$ cat src/hdl/cell_search_consts.svh
`ifndef CELL_SEARCH_CONSTS_SVH
`define CELL_SEARCH_CONSTS_SVH

// One rail of a sample, and the width of the correlation sums.
`define IQ_DW         16
`define CORR_DW       22

`define CIC_R         2
`define CIC_N         3

// Chip i of a sequence is bit i of its word, a 1 bit is a chip of +1.
`define PSS_LEN       16
`define PSS_SEQ_0     16'h7591   // Length 15 m-sequence, shift 0, with a trailing -1 chip.
`define PSS_SEQ_1     16'h47AC   // Same m-sequence, shift 5.
`define PSS_SEQ_2     16'h323D   // Same m-sequence, shift 10.

// A clean aligned burst scores about 24 times the chip amplitude.
`define PSS_THRESHOLD 65536
`define PSS_HOLDOFF   64

`define SSS_GAP       8
`define SSS_LEN       16
`define SSS_BASE      16'h9AF1
`define SSS_SEED_0    16'h36C5
`define SSS_SEED_1    16'hA1E9
`define SSS_SEED_2    16'h5C1B

`endif
$ cat src/hdl/sample_pkg.sv
`include "cell_search_consts.svh"

package sample_pkg;

    // One signed rail of the baseband stream.
    typedef logic signed [`IQ_DW-1:0] rail_t;

    // The imaginary half sits in the upper bits of a sample word.
    typedef struct packed {
        rail_t im;
        rail_t re;
    } iq_sample_t;

    // Signed sum over one correlation window.
    typedef logic signed [`CORR_DW-1:0] corr_t;

    // Magnitude |re| + |im| of a correlation, one bit wider than a sum.
    typedef logic [`CORR_DW:0] metric_t;

endpackage

$ cat src/hdl/cic_decimator.sv
`timescale 1ns/1ps
`include "cell_search_consts.svh"

module cic_decimator import sample_pkg::*; #(
    parameter int DW = `IQ_DW
) (
    input  logic  clk_i,
    input  logic  reset_ni,
    input  rail_t data_i,
    input  logic  valid_i,
    output rail_t data_o,
    output logic  valid_o
);

    localparam int SHIFT = `CIC_N * $clog2(`CIC_R);   // Growth of N * log2(R * M) bits.
    localparam int AW    = DW + SHIFT;
    localparam int GAIN  = `CIC_R ** `CIC_N;

    logic signed [AW-1:0]      integ_q [`CIC_N];
    logic signed [AW-1:0]      integ_d [`CIC_N];
    logic signed [AW-1:0]      delay_q [`CIC_N];
    logic signed [AW-1:0]      comb_d  [`CIC_N];
    logic signed [AW-1:0]      rounded;
    logic [$clog2(`CIC_R)-1:0] phase_q;
    logic                      dump_q;

    // The integrator chain settles within the cycle, so the sum includes the current input.
    always_comb begin
        integ_d[0] = integ_q[0] + AW'(data_i);
        for (int i = 1; i < `CIC_N; i++) begin
            integ_d[i] = integ_q[i] + integ_d[i-1];
        end
    end

    always_comb begin
        comb_d[0] = integ_q[`CIC_N-1] - delay_q[0];
        for (int i = 1; i < `CIC_N; i++) begin
            comb_d[i] = comb_d[i-1] - delay_q[i];
        end
        // Divide by the gain, rounding toward zero.
        if (comb_d[`CIC_N-1] < 0) begin
            rounded = (comb_d[`CIC_N-1] + AW'(GAIN - 1)) >>> SHIFT;
        end else begin
            rounded = comb_d[`CIC_N-1] >>> SHIFT;
        end
    end

    always_ff @(posedge clk_i) begin
        if (!reset_ni) begin
            for (int i = 0; i < `CIC_N; i++) begin
                integ_q[i] <= '0;
                delay_q[i] <= '0;
            end
            phase_q <= '0;
            dump_q  <= 1'b0;
            valid_o <= 1'b0;
        end else begin
            dump_q  <= valid_i && (phase_q == (`CIC_R - 1));
            valid_o <= dump_q;
            if (valid_i) begin
                integ_q <= integ_d;
                phase_q <= (phase_q == (`CIC_R - 1)) ? '0 : phase_q + 1'b1;
            end
            if (dump_q) begin
                delay_q[0] <= integ_q[`CIC_N-1];   // Differential delay of one output sample.
                for (int i = 1; i < `CIC_N; i++) begin
                    delay_q[i] <= comb_d[i-1];
                end
            end
        end
    end

    always_ff @(posedge clk_i) begin
        if (dump_q) begin
            data_o <= rail_t'(rounded);
        end
    end

    assert property (@(posedge clk_i) disable iff (!reset_ni) valid_o |=> !valid_o)
        else $error("cic_decimator: output valid high on two consecutive cycles");

endmodule

$ cat config.mk
export PLATFORM = sky130hd
export DESIGN_NAME = cic_decimator
export DESIGN_NICKNAME = d
export VERILOG_FILES = /design/src/hdl/sample_pkg.sv /design/src/hdl/cic_decimator.sv
export VERILOG_INCLUDE_DIRS = /design/src /design/src/hdl
export SDC_FILE = /design/constraint.sdc
export NUM_CORES = 1
export LEC_CHECK = 0
export ABC_AREA = 1
export BUFFER_PORTS_ARGS = -buffer_cell sky130_fd_sc_hd__buf_2
export CAP_MARGIN = 40
export CORE_MARGIN = 2
export CORE_UTILIZATION = 45
export CTS_CLUSTER_SIZE = 12
export DETAILED_ROUTE_END_ITERATION = 12
export GPL_ROUTABILITY_DRIVEN = 0
export REMOVE_ABC_BUFFERS = 1
export SLEW_MARGIN = 40
export SYNTH_ARGS = -nofsm -noshare
export SYNTH_HDL_FRONTEND = slang
export SYNTH_SLANG_ARGS = --single-unit
$ cat constraint.sdc
create_clock -name clk_i -period 4.73 [get_ports clk_i]
set_input_delay 0.7095 -clock clk_i [delete_from_list [all_inputs] [get_ports clk_i]]
set_output_delay 0.7095 -clock clk_i [all_outputs]
set_load 0.03 [all_outputs]
Word level (Yosys, flattened, before mapping) --
Memory sizes are Yosys's and may differ from the RTL's. Index checks and enable logic that the tools add are counted.
Word-level totals: memory bits (writable) 57, bits in latches 0, bits in read-only memories 0, word-level logic and storage cells 30, bits of input ports 19, memories 1, flip-flop bits (word level) 76
Memory list:
- delay_q | words 3, width 19, read ports 3, clocked after memory_dff 0, write ports 3, line cic_decimator.sv:21 | logic signed [AW-1:0] delay_q [`CIC_N];
Cells by class: muxes and demuxes 9, div/mod/pow operators 0, equal/unequal tests 0, bitwise operators 3, shifts and indexed selects 0, $add $sub $neg 8, $lt $le $gt $ge 1, multipliers 0, reductions and logical operators 1
Operator list (count):
- two-way mux 19 bit | 3
- subtractor 19 bit | 3
- adder 19 bit | 2
- adder 19 x 16 -> 19 bit | 1
- adder 19 x 4 -> 19 bit, second input constant | 1
- less-than comparator 19 x 1 -> 1 bit, second input constant | 1
- two-way mux 16 bit | 1
- two-way mux 1 bit | 5
- bitwise OR 1 bit | 3
- adder 1 bit, second input constant | 1
- logical AND 1 bit | 1

Depth between registers and ports, before layout --
An unclocked memory read counts as a cell.
depth after elaboration 6, depth in mapped cells 39, depth with buffers taken out 39

Least setup slack after synthesis --
Ideal clock, no wire load.
path kind flip-flop to flip-flop, from reg integ_q[0] (netlist bit), to reg data_o[9], data pin, required time 4.477 ns, cell stages (with the launch flop) 33, buffers on the path 1, setup time 0.253 ns, arrival time 4.480 ns, clock period less this slack 4.733 ns, slack -0.003 ns, cell sequence dfxtp_1 inv_1 ha_1 inv_1 fa_1 a21oi_1 o21bai_1 xnor2_1 inv_1 ha_1 nand2_1 inv_1 a21boi_0 nand3_1 a21boi_0 o21ai_0 xor2_1 ha_1 nand2_1 inv_1 nand2_1 nand2_1 a21oi_1 nand2_1 nand2_1 nand2_1 a21oi_1 inv_1 nand3_4 nand2_4 buf_6 nand2_1 nand2_1
RTL lines:
- start: declaration | line cic_decimator.sv:19 | logic signed [AW-1:0] integ_q [`CIC_N];
- start signal: assignment | line cic_decimator.sv:61 | integ_q <= integ_d;
- end signal: assignment | line cic_decimator.sv:75 | data_o <= rail_t'(rounded);
- end: declaration | line cic_decimator.sv:11 | output rail_t data_o,

==> run summary <==
Status = complete, but fails checks
Violated checks = setup timing
Synthesized instance count = 1,633
Hpwl dp = 22,050 um
Final setup margin = -0.01330 ns
ANT nets after route = 0
Setup tns final = -0.01330 ns
Slew Limit Fails = 0
Final critical-path share of the clock period = 1.003
CTS buffer count = 17
Detailed-route vias per instance = 4.978
Synth async-reset ratio = 0
Initial DRC Count = 491
EDFF count, synth = 73
Total Routing Usage GR = 0.2279
Clock slew at reported path FFs = 0.06 ns
Sequential area share after synthesis = 0.3016
Per-cell routed wire length = 13.37 um
Worst path most repeated cell = nand2_2
Largest area contributor in the synthesized netlist = edfxtp_1
DRT Wirelength = 30,110 um
RSZ-0062 raised after global routing = true
Non-filler cells, final = 2,252
Minimum clock period = 4.743 ns
Hold wc startpoint = phase_q
R2R Path End = data_o[15]
Area of the core = 24,460 um^2
Gr ovfl total = 0
Pin count of the biggest net entering global routing = 51
Die ar. = 26,280 um^2
Root buf cell = clkbuf_16
CP max-delay cell = ha_1
Reg2reg setup slack = -0.01 ns
WS Path Type = reg2reg
Hold Vio Cnt, Final = 0
H-tree lvl count = 4
Cell with the most instances after synthesis = nand2_1
Depth of the most critical reg-to-reg path = 29
Latest clock arrival within the worst-skew pair = 0.43 ns
CP Max Fanout = 8
Clock buffer depth = 2
Layout net count = 2,048
Pre-antenna DRT Iters = 5
Yosys top cell area share = 0.1949
Vias in the first global route = 11,070
Max Cap Viol = 0
Post-placement setup slack = -0.5237 ns
Relative slew slack = 0.5771
Worst EP arrival = 4.92 ns
Die Span Y = 162.1 um
CP Capture Type = flip-flop
Initial antenna violation count = 0
Area delta synth->final = 37.86%
Cell depth of the worst hold path = 2
Top cells by count, synth = nand2_1, inv_1, nor2_1, a21oi_1, ha_1
Final Skew = 0.01287 ns
Die W = 162.1 um
Most used DFF post-synth = edfxtp_1
Final setup fails = 1
Setup crit start = delay_q[0][2]
Hold EP = dump_q
Initial cell density of the core = 0.4599
Mapped cell area = 11,250 um^2
Layout cells sized above 1 = 0.2780
Synth warnings = 0
Site row count = 57
Via count = 11,210
WP data required = 4.90 ns
I/O Pins = 36
Actual slew at the worst max-slew pin = 0.6343 ns
Hold-fix buffers, CTS = 0
Post-synthesis cell type count = 37
Hold WC Path Type = reg2reg
CP max stage delay = 0.40 ns
First-pass GRT wire length = 48,890 um
Fmax = 0.2108 GHz
Cells after DPL = 2,202
TritonCTS clock tree = done
Syn avg cell area = 6.889 um^2
Diodes inserted = 0
Total clock sinks = 133
Critical path startpoint category = flip-flop
Top cells by area, synth = edfxtp_1, nand2_1, ha_1
Port Buf Inserts = 35
Seq cells post-synth = 133
Worst R2R Start = delay_q[0][2]
DRC = 0
[through the flow]
step	util	hold slack (ns)	area, um^2
3_5_place_dp	0.5527	0.4389	13520
2_1_floorplan	-	0.4259	11130
5_1_grt	0.6340	0.4698	15510
3_3_place_gp	0.5527	0.4384	13520
6_report	0.6340	0.4367	15510
4_1_cts	0.5967	0.4463	14600
[how the worst max path moves through the flow]
stage             endpoint  cells past startpoint  slack (ns)
2_1_floorplan    data_o[5]                     31        0.02
3_3_place_gp    data_o[15]                     27       -0.46
3_5_place_dp   integ_q[18]                     31       -0.52
4_1_cts         data_o[14]                     30       -0.02
5_1_grt         data_o[13]                     32       -0.37
6_report        data_o[15]                     29       -0.01
[kinds of logic after synthesis]
family	Yosys count	synth area share
adders and majority gates	114	0.1308
buffers and inverters	337	0.1138
xor gates and xnor gates	88	0.06851
and+or+nand+nor	706	0.2625
DFF	133	0.3016
AOI/OAI and AO/OA	255	0.1228
[cells in the final DEF, fill, tap and decap left out, types with 20 or more instances in the layout]
master	n
nand2_1	318
inv_1	293
buf_4	246
nor2_1	160
a21oi_1	96
ha_1	81
nand3_1	78
o21ai_0	78
edfxtp_1	73
dfxtp_1	58
xor2_1	54
nand2_2	45
buf_2	35
ha_4	26
a21oi_2	21
xnor2_1	20
[cell type report]
cell class                 count  area [um^2]
sequential                   133         3396
inverter                     310         1164
fill                        2175         8954
multi-input combinational   1164         7767
clock inverter                11        145.1
clock buffer                  21        471.7
timing repair buffer         289         2160
tap                          324        405.4
[routing by layer]
| metal | vias to the layer above | GRT usage | part of all wire |
|---|---|---|---|
| met4 | 0 | 0.1215 | 0.050 |
| met5 | - | 0 | 0 |
| met2 | 202 | 0.4445 | 0.53 |
| met3 | 94 | 0.02809 | 0.022 |
| li1 | 5832 | - | - |
| met1 | 5082 | 0.2355 | 0.40 |
[critical path, delay by kind of cell, from the launching register on]
| kind | cells | cell delay (ns) |
|---|---|---|
| fa+ha+maj | 3 | 0.89 |
| compound gates | 6 | 0.98 |
| flops | 1 | 0.37 |
| xor+xnor | 2 | 0.41 |
| buf+inv | 6 | 0.76 |
| simple gates | 12 | 1.08 |
[sequential cells by signal (all words and copies together), names as in the netlist]
register and flops:
dump_q 1, integ_q 57, data_o 16, valid_o 1
delay_q 57, phase_q 1
[timing repair]
action | in CTS | in global routing
endpoints found under the setup margin | 17 | 26
pin swaps | 32 | 80
setup buffers | 4 | 11
cloned | 2 | 1
gates resized for setup | 86 | 169
Power is not shown: default switching activity piles up to over one toggle a cycle in this logic, so the estimate is an artifact.
