`src/hdl/cell_search_consts.svh`:
```
`ifndef CELL_SEARCH_CONSTS_SVH
`define CELL_SEARCH_CONSTS_SVH

// One rail of a sample, and the width of the correlation sums.
`define IQ_DW         16
`define CORR_DW       22

`define CIC_R         2
`define CIC_N         3

// Chip i of a sequence is bit i of its word, a 1 bit is a chip of +1.
`define PSS_LEN       16
`define PSS_SEQ_0     16'h7591   // Length 15 m-sequence, shift 0, with a trailing -1 chip.
`define PSS_SEQ_1     16'h47AC   // Same m-sequence, shift 5.
`define PSS_SEQ_2     16'h323D   // Same m-sequence, shift 10.

// A clean aligned burst scores about 24 times the chip amplitude.
`define PSS_THRESHOLD 65536
`define PSS_HOLDOFF   64

`define SSS_GAP       8
`define SSS_LEN       16
`define SSS_BASE      16'h9AF1
`define SSS_SEED_0    16'h36C5
`define SSS_SEED_1    16'hA1E9
`define SSS_SEED_2    16'h5C1B

`endif
```
`src/hdl/sync_pkg.sv`:
```
package sync_pkg;

    // Sector index from the primary sequence, 0 to 2.
    typedef logic [1:0] n_id_2_t;

    // Group index from the secondary sequence, 0 to 15 here.
    typedef logic [3:0] n_id_1_t;

    // Cell identity 3 * N_id_1 + N_id_2, at most 47.
    typedef logic [5:0] n_id_t;

endpackage

```
`src/hdl/sample_pkg.sv`:
```
`include "cell_search_consts.svh"

package sample_pkg;

    // One signed rail of the baseband stream.
    typedef logic signed [`IQ_DW-1:0] rail_t;

    // The imaginary half sits in the upper bits of a sample word.
    typedef struct packed {
        rail_t im;
        rail_t re;
    } iq_sample_t;

    // Signed sum over one correlation window.
    typedef logic signed [`CORR_DW-1:0] corr_t;

    // Magnitude |re| + |im| of a correlation, one bit wider than a sum.
    typedef logic [`CORR_DW:0] metric_t;

endpackage

```
`src/hdl/sss_detector.sv`:
```
`timescale 1ns/1ps
`include "cell_search_consts.svh"

module sss_detector import sample_pkg::*; import sync_pkg::*; (
    input  logic       clk_i,
    input  logic       reset_ni,
    input  iq_sample_t sample_i,
    input  logic       valid_i,
    input  n_id_2_t    n_id_2_i,
    input  logic       peak_i,
    output n_id_1_t    n_id_1_o,
    output n_id_t      n_id_o,
    output logic       valid_o
);

    typedef enum logic [1:0] {IDLE, GAP, COLLECT, SEARCH} state_t;

    localparam int GAP_W   = $clog2(`SSS_GAP + 1);
    localparam int CNT_W   = $clog2(2 * `SSS_LEN);
    localparam int SCORE_W = $clog2(`SSS_LEN + 1);

    state_t              state_q;
    logic [GAP_W-1:0]    gap_cnt_q;
    logic [CNT_W-1:0]    smp_cnt_q;
    logic [`SSS_LEN-1:0] chips_q;   // Chip i lands in bit i.
    n_id_2_t             nid2_q;
    n_id_1_t             cand_q;
    n_id_1_t             best_idx_q;
    logic [SCORE_W-1:0]  best_score_q;
    logic [`SSS_LEN-1:0] seed;
    logic [`SSS_LEN-1:0] cand_word;
    logic [SCORE_W-1:0]  score;
    n_id_1_t             final_idx;

    function automatic logic [`SSS_LEN-1:0] rotate_left(input logic [`SSS_LEN-1:0] w,
                                                        input n_id_1_t n);
        logic [2*`SSS_LEN-1:0] twice;
        twice = {w, w} << n;
        return twice[2*`SSS_LEN-1 -: `SSS_LEN];
    endfunction

    function automatic logic [SCORE_W-1:0] ones(input logic [`SSS_LEN-1:0] w);
        logic [SCORE_W-1:0] n;
        n = '0;
        for (int i = 0; i < `SSS_LEN; i++) begin
            n = n + SCORE_W'(w[i]);
        end
        return n;
    endfunction

    always_comb begin
        case (nid2_q)
            2'd0:    seed = `SSS_SEED_0;
            2'd1:    seed = `SSS_SEED_1;
            default: seed = `SSS_SEED_2;
        endcase
        cand_word = rotate_left(`SSS_BASE, cand_q) ^ seed;
        score     = ones(~(chips_q ^ cand_word));   // Count of agreeing chips.
        final_idx = (score > best_score_q) ? cand_q : best_idx_q;
    end

    always_ff @(posedge clk_i) begin
        if (!reset_ni) begin
            state_q      <= IDLE;
            gap_cnt_q    <= '0;
            smp_cnt_q    <= '0;
            nid2_q       <= '0;
            cand_q       <= '0;
            best_idx_q   <= '0;
            best_score_q <= '0;
            valid_o      <= 1'b0;
            n_id_1_o     <= '0;
            n_id_o       <= '0;
        end else begin
            valid_o <= 1'b0;
            case (state_q)
                IDLE: begin
                    if (peak_i) begin
                        // A sample arriving with the peak is already the first gap sample.
                        nid2_q    <= n_id_2_i;
                        gap_cnt_q <= valid_i ? GAP_W'(1) : '0;
                        state_q   <= GAP;
                    end
                end
                GAP: begin
                    if (valid_i) begin
                        if (gap_cnt_q == GAP_W'(`SSS_GAP - 1)) begin
                            smp_cnt_q <= '0;
                            state_q   <= COLLECT;
                        end else begin
                            gap_cnt_q <= gap_cnt_q + 1'b1;
                        end
                    end
                end
                COLLECT: begin
                    if (valid_i) begin
                        smp_cnt_q <= smp_cnt_q + 1'b1;
                        if (smp_cnt_q[0]) begin
                            chips_q[smp_cnt_q[CNT_W-1:1]] <= ~sample_i.re[$bits(rail_t)-1];
                        end
                        if (smp_cnt_q == CNT_W'(2 * `SSS_LEN - 1)) begin
                            cand_q       <= '0;
                            best_idx_q   <= '0;
                            best_score_q <= '0;
                            state_q      <= SEARCH;
                        end
                    end
                end
                SEARCH: begin
                    best_idx_q <= final_idx;
                    if (score > best_score_q) begin
                        best_score_q <= score;
                    end
                    cand_q <= cand_q + 1'b1;
                    if (cand_q == n_id_1_t'(`SSS_LEN - 1)) begin
                        valid_o  <= 1'b1;
                        n_id_1_o <= final_idx;
                        n_id_o   <= n_id_t'(final_idx) * n_id_t'(3) + n_id_t'(nid2_q);
                        state_q  <= IDLE;
                    end
                end
                default: state_q <= IDLE;
            endcase
        end
    end

    // A result closes a full search that started right after the last chip.
    assert property (@(posedge clk_i) disable iff (!reset_ni)
        valid_o |-> $past(state_q == SEARCH) && $past(state_q == COLLECT, `SSS_LEN + 1))
        else $error("sss_detector: result valid outside the end of the search");

endmodule

```
`config.mk`:
```
export PLATFORM = sky130hd
export DESIGN_NAME = sss_detector
export DESIGN_NICKNAME = d
export VERILOG_FILES = /design/src/hdl/sync_pkg.sv /design/src/hdl/sample_pkg.sv /design/src/hdl/sss_detector.sv
export VERILOG_INCLUDE_DIRS = /design/src /design/src/hdl
export SDC_FILE = /design/constraint.sdc
export NUM_CORES = 1
export LEC_CHECK = 0
export BUFFER_PORTS_ARGS = -buffer_cell sky130_fd_sc_hd__buf_2
export CAP_MARGIN = 20
export CORE_MARGIN = 8
export CORE_UTILIZATION = 30
export CTS_CLUSTER_SIZE = 24
export DETAILED_ROUTE_END_ITERATION = 10
export PLACE_DENSITY = 0.59
export SLEW_MARGIN = 5
export SYNTH_ARGS = -nofsm -noshare
export SYNTH_HDL_FRONTEND = slang
export SYNTH_SLANG_ARGS = --single-unit
export TNS_END_PERCENT = 10
```
`constraint.sdc`:
```
create_clock -name clk_i -period 6.4 [get_ports clk_i]
set_input_delay 1.92 -clock clk_i [delete_from_list [all_inputs] [get_ports clk_i]]
set_output_delay 1.92 -clock clk_i [all_outputs]
set_load 0.05 [all_outputs]
```
After elaboration in Yosys (flattened, before gate mapping)
Cells that the tools add are included.
- multiplexer cells: 30
- shift-type cells: 1
- bitwise gates (word level): 4
- reduce and logical (&&, ||, !) cells: 15
- order comparisons: 3
- $add $sub $neg: 19
- $mul: 1
- eq/ne operators: 15
- operators by type and width (operator ; number):
    $add A5 B1 Y5 ; 11
    $pmux W16 S2 ; 1
    $shl A32 B4 Y32 const A ; 1
    $xor A16 B16 Y16 ; 2
    $mux W5 ; 6
    $mux W4 ; 6
    $pmux W4 S2 ; 3
    $pmux W5 S2 ; 2
    $bwmux W16 ; 1
    $ne A2 B2 Y1 const B ; 8
    $not A16 Y16 ; 1
    $reduce_and A4 Y1 ; 4
    $mux W2 ; 6
    $add A4 B1 Y4 const B ; 2
    $pmux W2 S4 ; 1
    $add A6 B2 Y6 ; 1
    $mul A4 B2 Y6 const B ; 1
    $reduce_and A2 Y1 ; 3
    $reduce_and A6 Y1 ; 1
    $reduce_bool A2 Y1 ; 3
    $add A4 B1 Y5 ; 1
    $add A5 B1 Y5 const B ; 1
    $eq A5 B5 Y1 const B ; 1
    $gt A5 B5 Y1 ; 1
    other kinds (15) ; 20
- bits of input ports: 38
- logic and storage cells: 99
- output and inout port bits: 11
- register bits: 53

Longest topological paths before layout
- depth after elaboration: 24
- gate-level depth with buffers: 36
- mapped depth without buffers: 34

Worst setup path after synthesis
OpenSTA, ideal clock, no wires.
- path type: reg2reg
- start point: reg cand_q[1]
- end point: reg n_id_o[5]
- stages on the path, launching flop included: 33
- path slack: -0.690 ns
- arrival: 6.962 ns
- required time: 6.272 ns
- buffers on the path: 2
- path through: dfxtp_1 -> clkbuf_1 -> inv_1 -> ha_1 -> nand2b_1 -> o21ai_0 -> o21ai_0 -> xnor2_1 -> fa_1 -> inv_1 -> fa_1 -> inv_1 -> fa_1 -> inv_1 -> fa_1 -> ha_1 -> fa_1 -> a21oi_1 -> nor2b_1 -> ha_1 -> and3_4 -> o21ai_2 -> a32oi_2 -> buf_6 -> mux2_2 -> ha_1 -> inv_1 -> ha_1 -> nor2b_1 -> o21ai_0 -> nand2_1 -> o22ai_1 -> nor2_1
- longest elaborated chain between the ends: 23
- ends and longest elaborated chain (item ; line ; RTL):
    start: declaration ; sss_detector.sv:27 ; n_id_1_t cand_q;
    start signal: assignment ; sss_detector.sv:114 ; cand_q <= cand_q + 1'b1;
    $shl A32 B4 Y32 (*) ; sss_detector.sv:38 ; twice = {w, w} << n;
    $xor A16 B16 Y16 (*) ; sss_detector.sv:57 ; cand_word = rotate_left(`SSS_BASE, cand_q) ^ seed;
    $xor A16 B16 Y16 (*) ; sss_detector.sv:58 ; score = ones(~(chips_q ^ cand_word));
    $not A16 Y16 (*) ; sss_detector.sv:58 ;
    $add A1 B1 Y2 ; sss_detector.sv:46 ; n = n + SCORE_W'(w[i]);
    $add A2 B1 Y3 ; sss_detector.sv:46 ;
    $add A3 B1 Y4 ; sss_detector.sv:46 ;
    $add A4 B1 Y5 ; sss_detector.sv:46 ;
    $add A5 B1 Y5 (10 in series) ; sss_detector.sv:46 ;
    $add A5 B1 Y5 (*) ; sss_detector.sv:46 ;
    $gt A5 B5 Y1 (*) ; sss_detector.sv:59 ; final_idx = (score > best_score_q) ? cand_q : best_idx_q;
    $mux W4 (*) ; sss_detector.sv:59 ;
    via final_idx[3] ; sss_detector.sv:33 ; n_id_1_t final_idx;
    $mul A4 B2 Y6 (*) ; sss_detector.sv:118 ; n_id_o <= n_id_t'(final_idx) * n_id_t'(3) + n_id_t'(nid2_q);
    $add A6 B2 Y6 (*) ; sss_detector.sv:118 ;
    end signal: assignment ; sss_detector.sv:118 ;
    end: declaration ; sss_detector.sv:12 ; output n_id_t n_id_o,
Mark *: on every way through the listed nets, which the timed path passes. The rest lies on a longest branch.
A chain may end at the register's enable or synchronous reset.

Final worst setup path
Same ends and word-level chain as after synthesis.

==> flow_summary.ini <==
[outcome]
status = complete, but fails checks
failed_checks = setup timing

[logic_synthesis]
ys_ff_latch = 53
avgSynthCellArea_sq_um = 9.10
synth_ff_type = dfxtp_1
synth_cells = 395
synth-edff-count = 16
ys_warn_count = 0
syn-num-nets = 475
synth_area_sq_um = 3590
yosys.cell_types.count = 49
ys_seq_area_share_pct = 34.0
synthArstFlopShare_pct = 0

[floorplanning]
start_util_pct = 30.3
num_rows = 40
die-area_sq_um = 15700
pin_count = 49
core_sq_um = 11900
die_y_microns = 125
chipWidth_microns = 125

[clock_network]
htree_levels = 2
path_clk_slew_ns = 0.07
cts-buffers-inserted = 5
cts_sinks = 53
clk_latency_ns = 0.29
cts-root-buf = clkbuf_16
tritoncts = yes
cts_buffer_depth = 2

[route]
drc = 0
viasPerCell = 4.74
drt_iter0_drc = 86
drt-total-wl_mm = 7.90
wire_per_inst_microns = 13.2
vias = 2828
firstDrtPassIters = 4
detail-route-antenna-nets = 0

[timing]
fin_crit_sh_pct = 104
skew_ns = 0.00999
whs_ns = 0.460
timing.slew.headroom_pct = 52.5
tightest_slew_ns = 0.712
fin_ws_ns = -0.263
fin_crit_ns = 6.66
fin_tns_setup_ns = -0.853
rsz0062_at_grt = yes
drv_slew = 0
max_freq_ghz = 0.150
hold_violations = 0
setup_viol = 4

[finish]
regArea_sq_um = 1230
diodes = 0
final_cell_count_no_fill = 597
area_delta_synth_final_pct = 29.5
n_fill_cell = 1155
drive_gt1_share_pct = 30.0
layout.nets = 529
multi_input_area_sq_um = 2420
final_area_sq_um = 4660
final_common_cell = buf_4
layout_common_cells = buf_4, nand2_1, nor2_1

[place]
routabilityCongestion = 0.806
place_inst = 577
dpl.hpwl_mm = 5.95
dpl_cell_area_sq_um = 4160
io_buffers = 17

[global_route]
grt_pass1_vias = 2851
globalRouteTotalUtil_pct = 10.3
grt_overflow_total = 0
grt_max_degree = 23
antenna_found_initial = 0
grt_pass1_wl_mm = 13.6

[worst_setup_path]
cp_slowest_cell = fa_2
cp_common_cell = ha_4
crit_path_end_kind = flop
crit_fanout = 6
crit_type = flop to flop
worst_ep_required_time_ns = 6.56
worst-path-buf-inv = 5
r2r_slack_ns = -0.26
cp_top_family = adder cells
crit_path_start_kind = flop
arrival_ns = 6.82
cpPeakStageDelay_ns = 0.59

[min_path]
hp-class = flop to flop

[flow_run]
maxCapViolCount = 0
==> cell families after synthesis <==
| group | count (synthesis) | share of synthesized area [%] |
|---|---|---|
| AO/OA/AOI/OAI | 75 | 14.1 |
| XOR/XNOR | 39 | 9.50 |
| adder cells (fa/ha/maj) | 42 | 16.9 |
| buffers and inverters | 50 | 5.85 |
| flip-flops | 53 | 34.0 |
| multiplexers | 13 | 3.79 |
| AND/OR/NAND/NOR | 123 | 15.8 |
==> metrics by stage <==
stage / setup WS [ns] / util, %
final: -0.263 / 39.3
after floorplan: -0.0685 / -
after detailed placement: -0.381 / 35.1
after CTS: -0.201 / 38.5
after global placement: -0.273 / 35.1
after global routing: -0.537 / 39.3
==> cells in the mapped netlist (all sizes together) (7+ instances only) <==
library cell,number,area share (%)
nand3,15,2.1
inv,31,3.2
o21ai,20,2.9
a21oi,24,3.4
xnor2,29,7.1
edfxtp,16,13
a32o,9,2.5
clkbuf,8,0.84
nand2,36,3.8
nor3,8,1.1
nand2b,7,1.2
nor2,38,4.0
dfxtp,37,21
mux2i,8,2.2
ha,31,11
fa,11,6.1
buf,11,1.8
xor2,10,2.4
==> layer usage <==
metal	routed length [microns]	GRT usage (%)	share of wire (%)	up-vias
met5	0	0	0	-
li1	-	-	-	1459
met2	4000	18.3	51	35
met3	190	1.74	2.4	7
met1	3600	12.2	46	1327
met4	113	3.44	1.4	0
==> layout make-up <==
type / count / area share (%)
multi-input combinational: 292 / 52.0
tap: 147 / 3.95
sequential: 53 / 26.4
clock inverter: 3 / 0.941
clock buffer: 5 / 2.69
inverter: 31 / 2.66
timing repair buffer: 66 / 11.3
==> worst reg2reg max path: cells and delay by family, from the launching register on <==
kind / cells / cell delay, ns
compound gates: 7 / 0.88
buf+inv: 5 / 0.39
fa+ha+maj: 10 / 3.64
mux: 1 / 0.31
flops: 1 / 0.40
xor+xnor: 1 / 0.20
simple gates: 7 / 0.69
==> path summary, 6_finish.rpt <==
| check | startpoint | end | cells past startpoint |
|---|---|---|---|
| setup / recovery | cand_q[1] | n_id_o[5] | 31 |
| hold / removal | n_id_o[4] | n_id_o[4] | 2 |
| setup reg to reg | cand_q[1] | n_id_o[5] | 31 |
| hold reg to reg | n_id_o[4] | n_id_o[4] | 2 |
==> registers in the layout (all words and copies together), names as in the netlist, 4 cells and up <==
name,cells
chips_q,16
n_id_o,6
best_score_q,5
smp_cnt_q,5
best_idx_q,4
cand_q,4
gap_cnt_q,4
n_id_1_o,4
==> timing repair <==
action / CTS / global route
hold buffers: 0 / 0
resized for setup: 32 / 14
endpoints found under the setup margin: 4 / 5
buffers inserted: 9 / 2
pin swaps: 24 / 19
cloned: 1 / 0
Power is left out: the tool's default activity adds up to more than one toggle a clock period on the data nets, which glitch-free logic cannot reach.
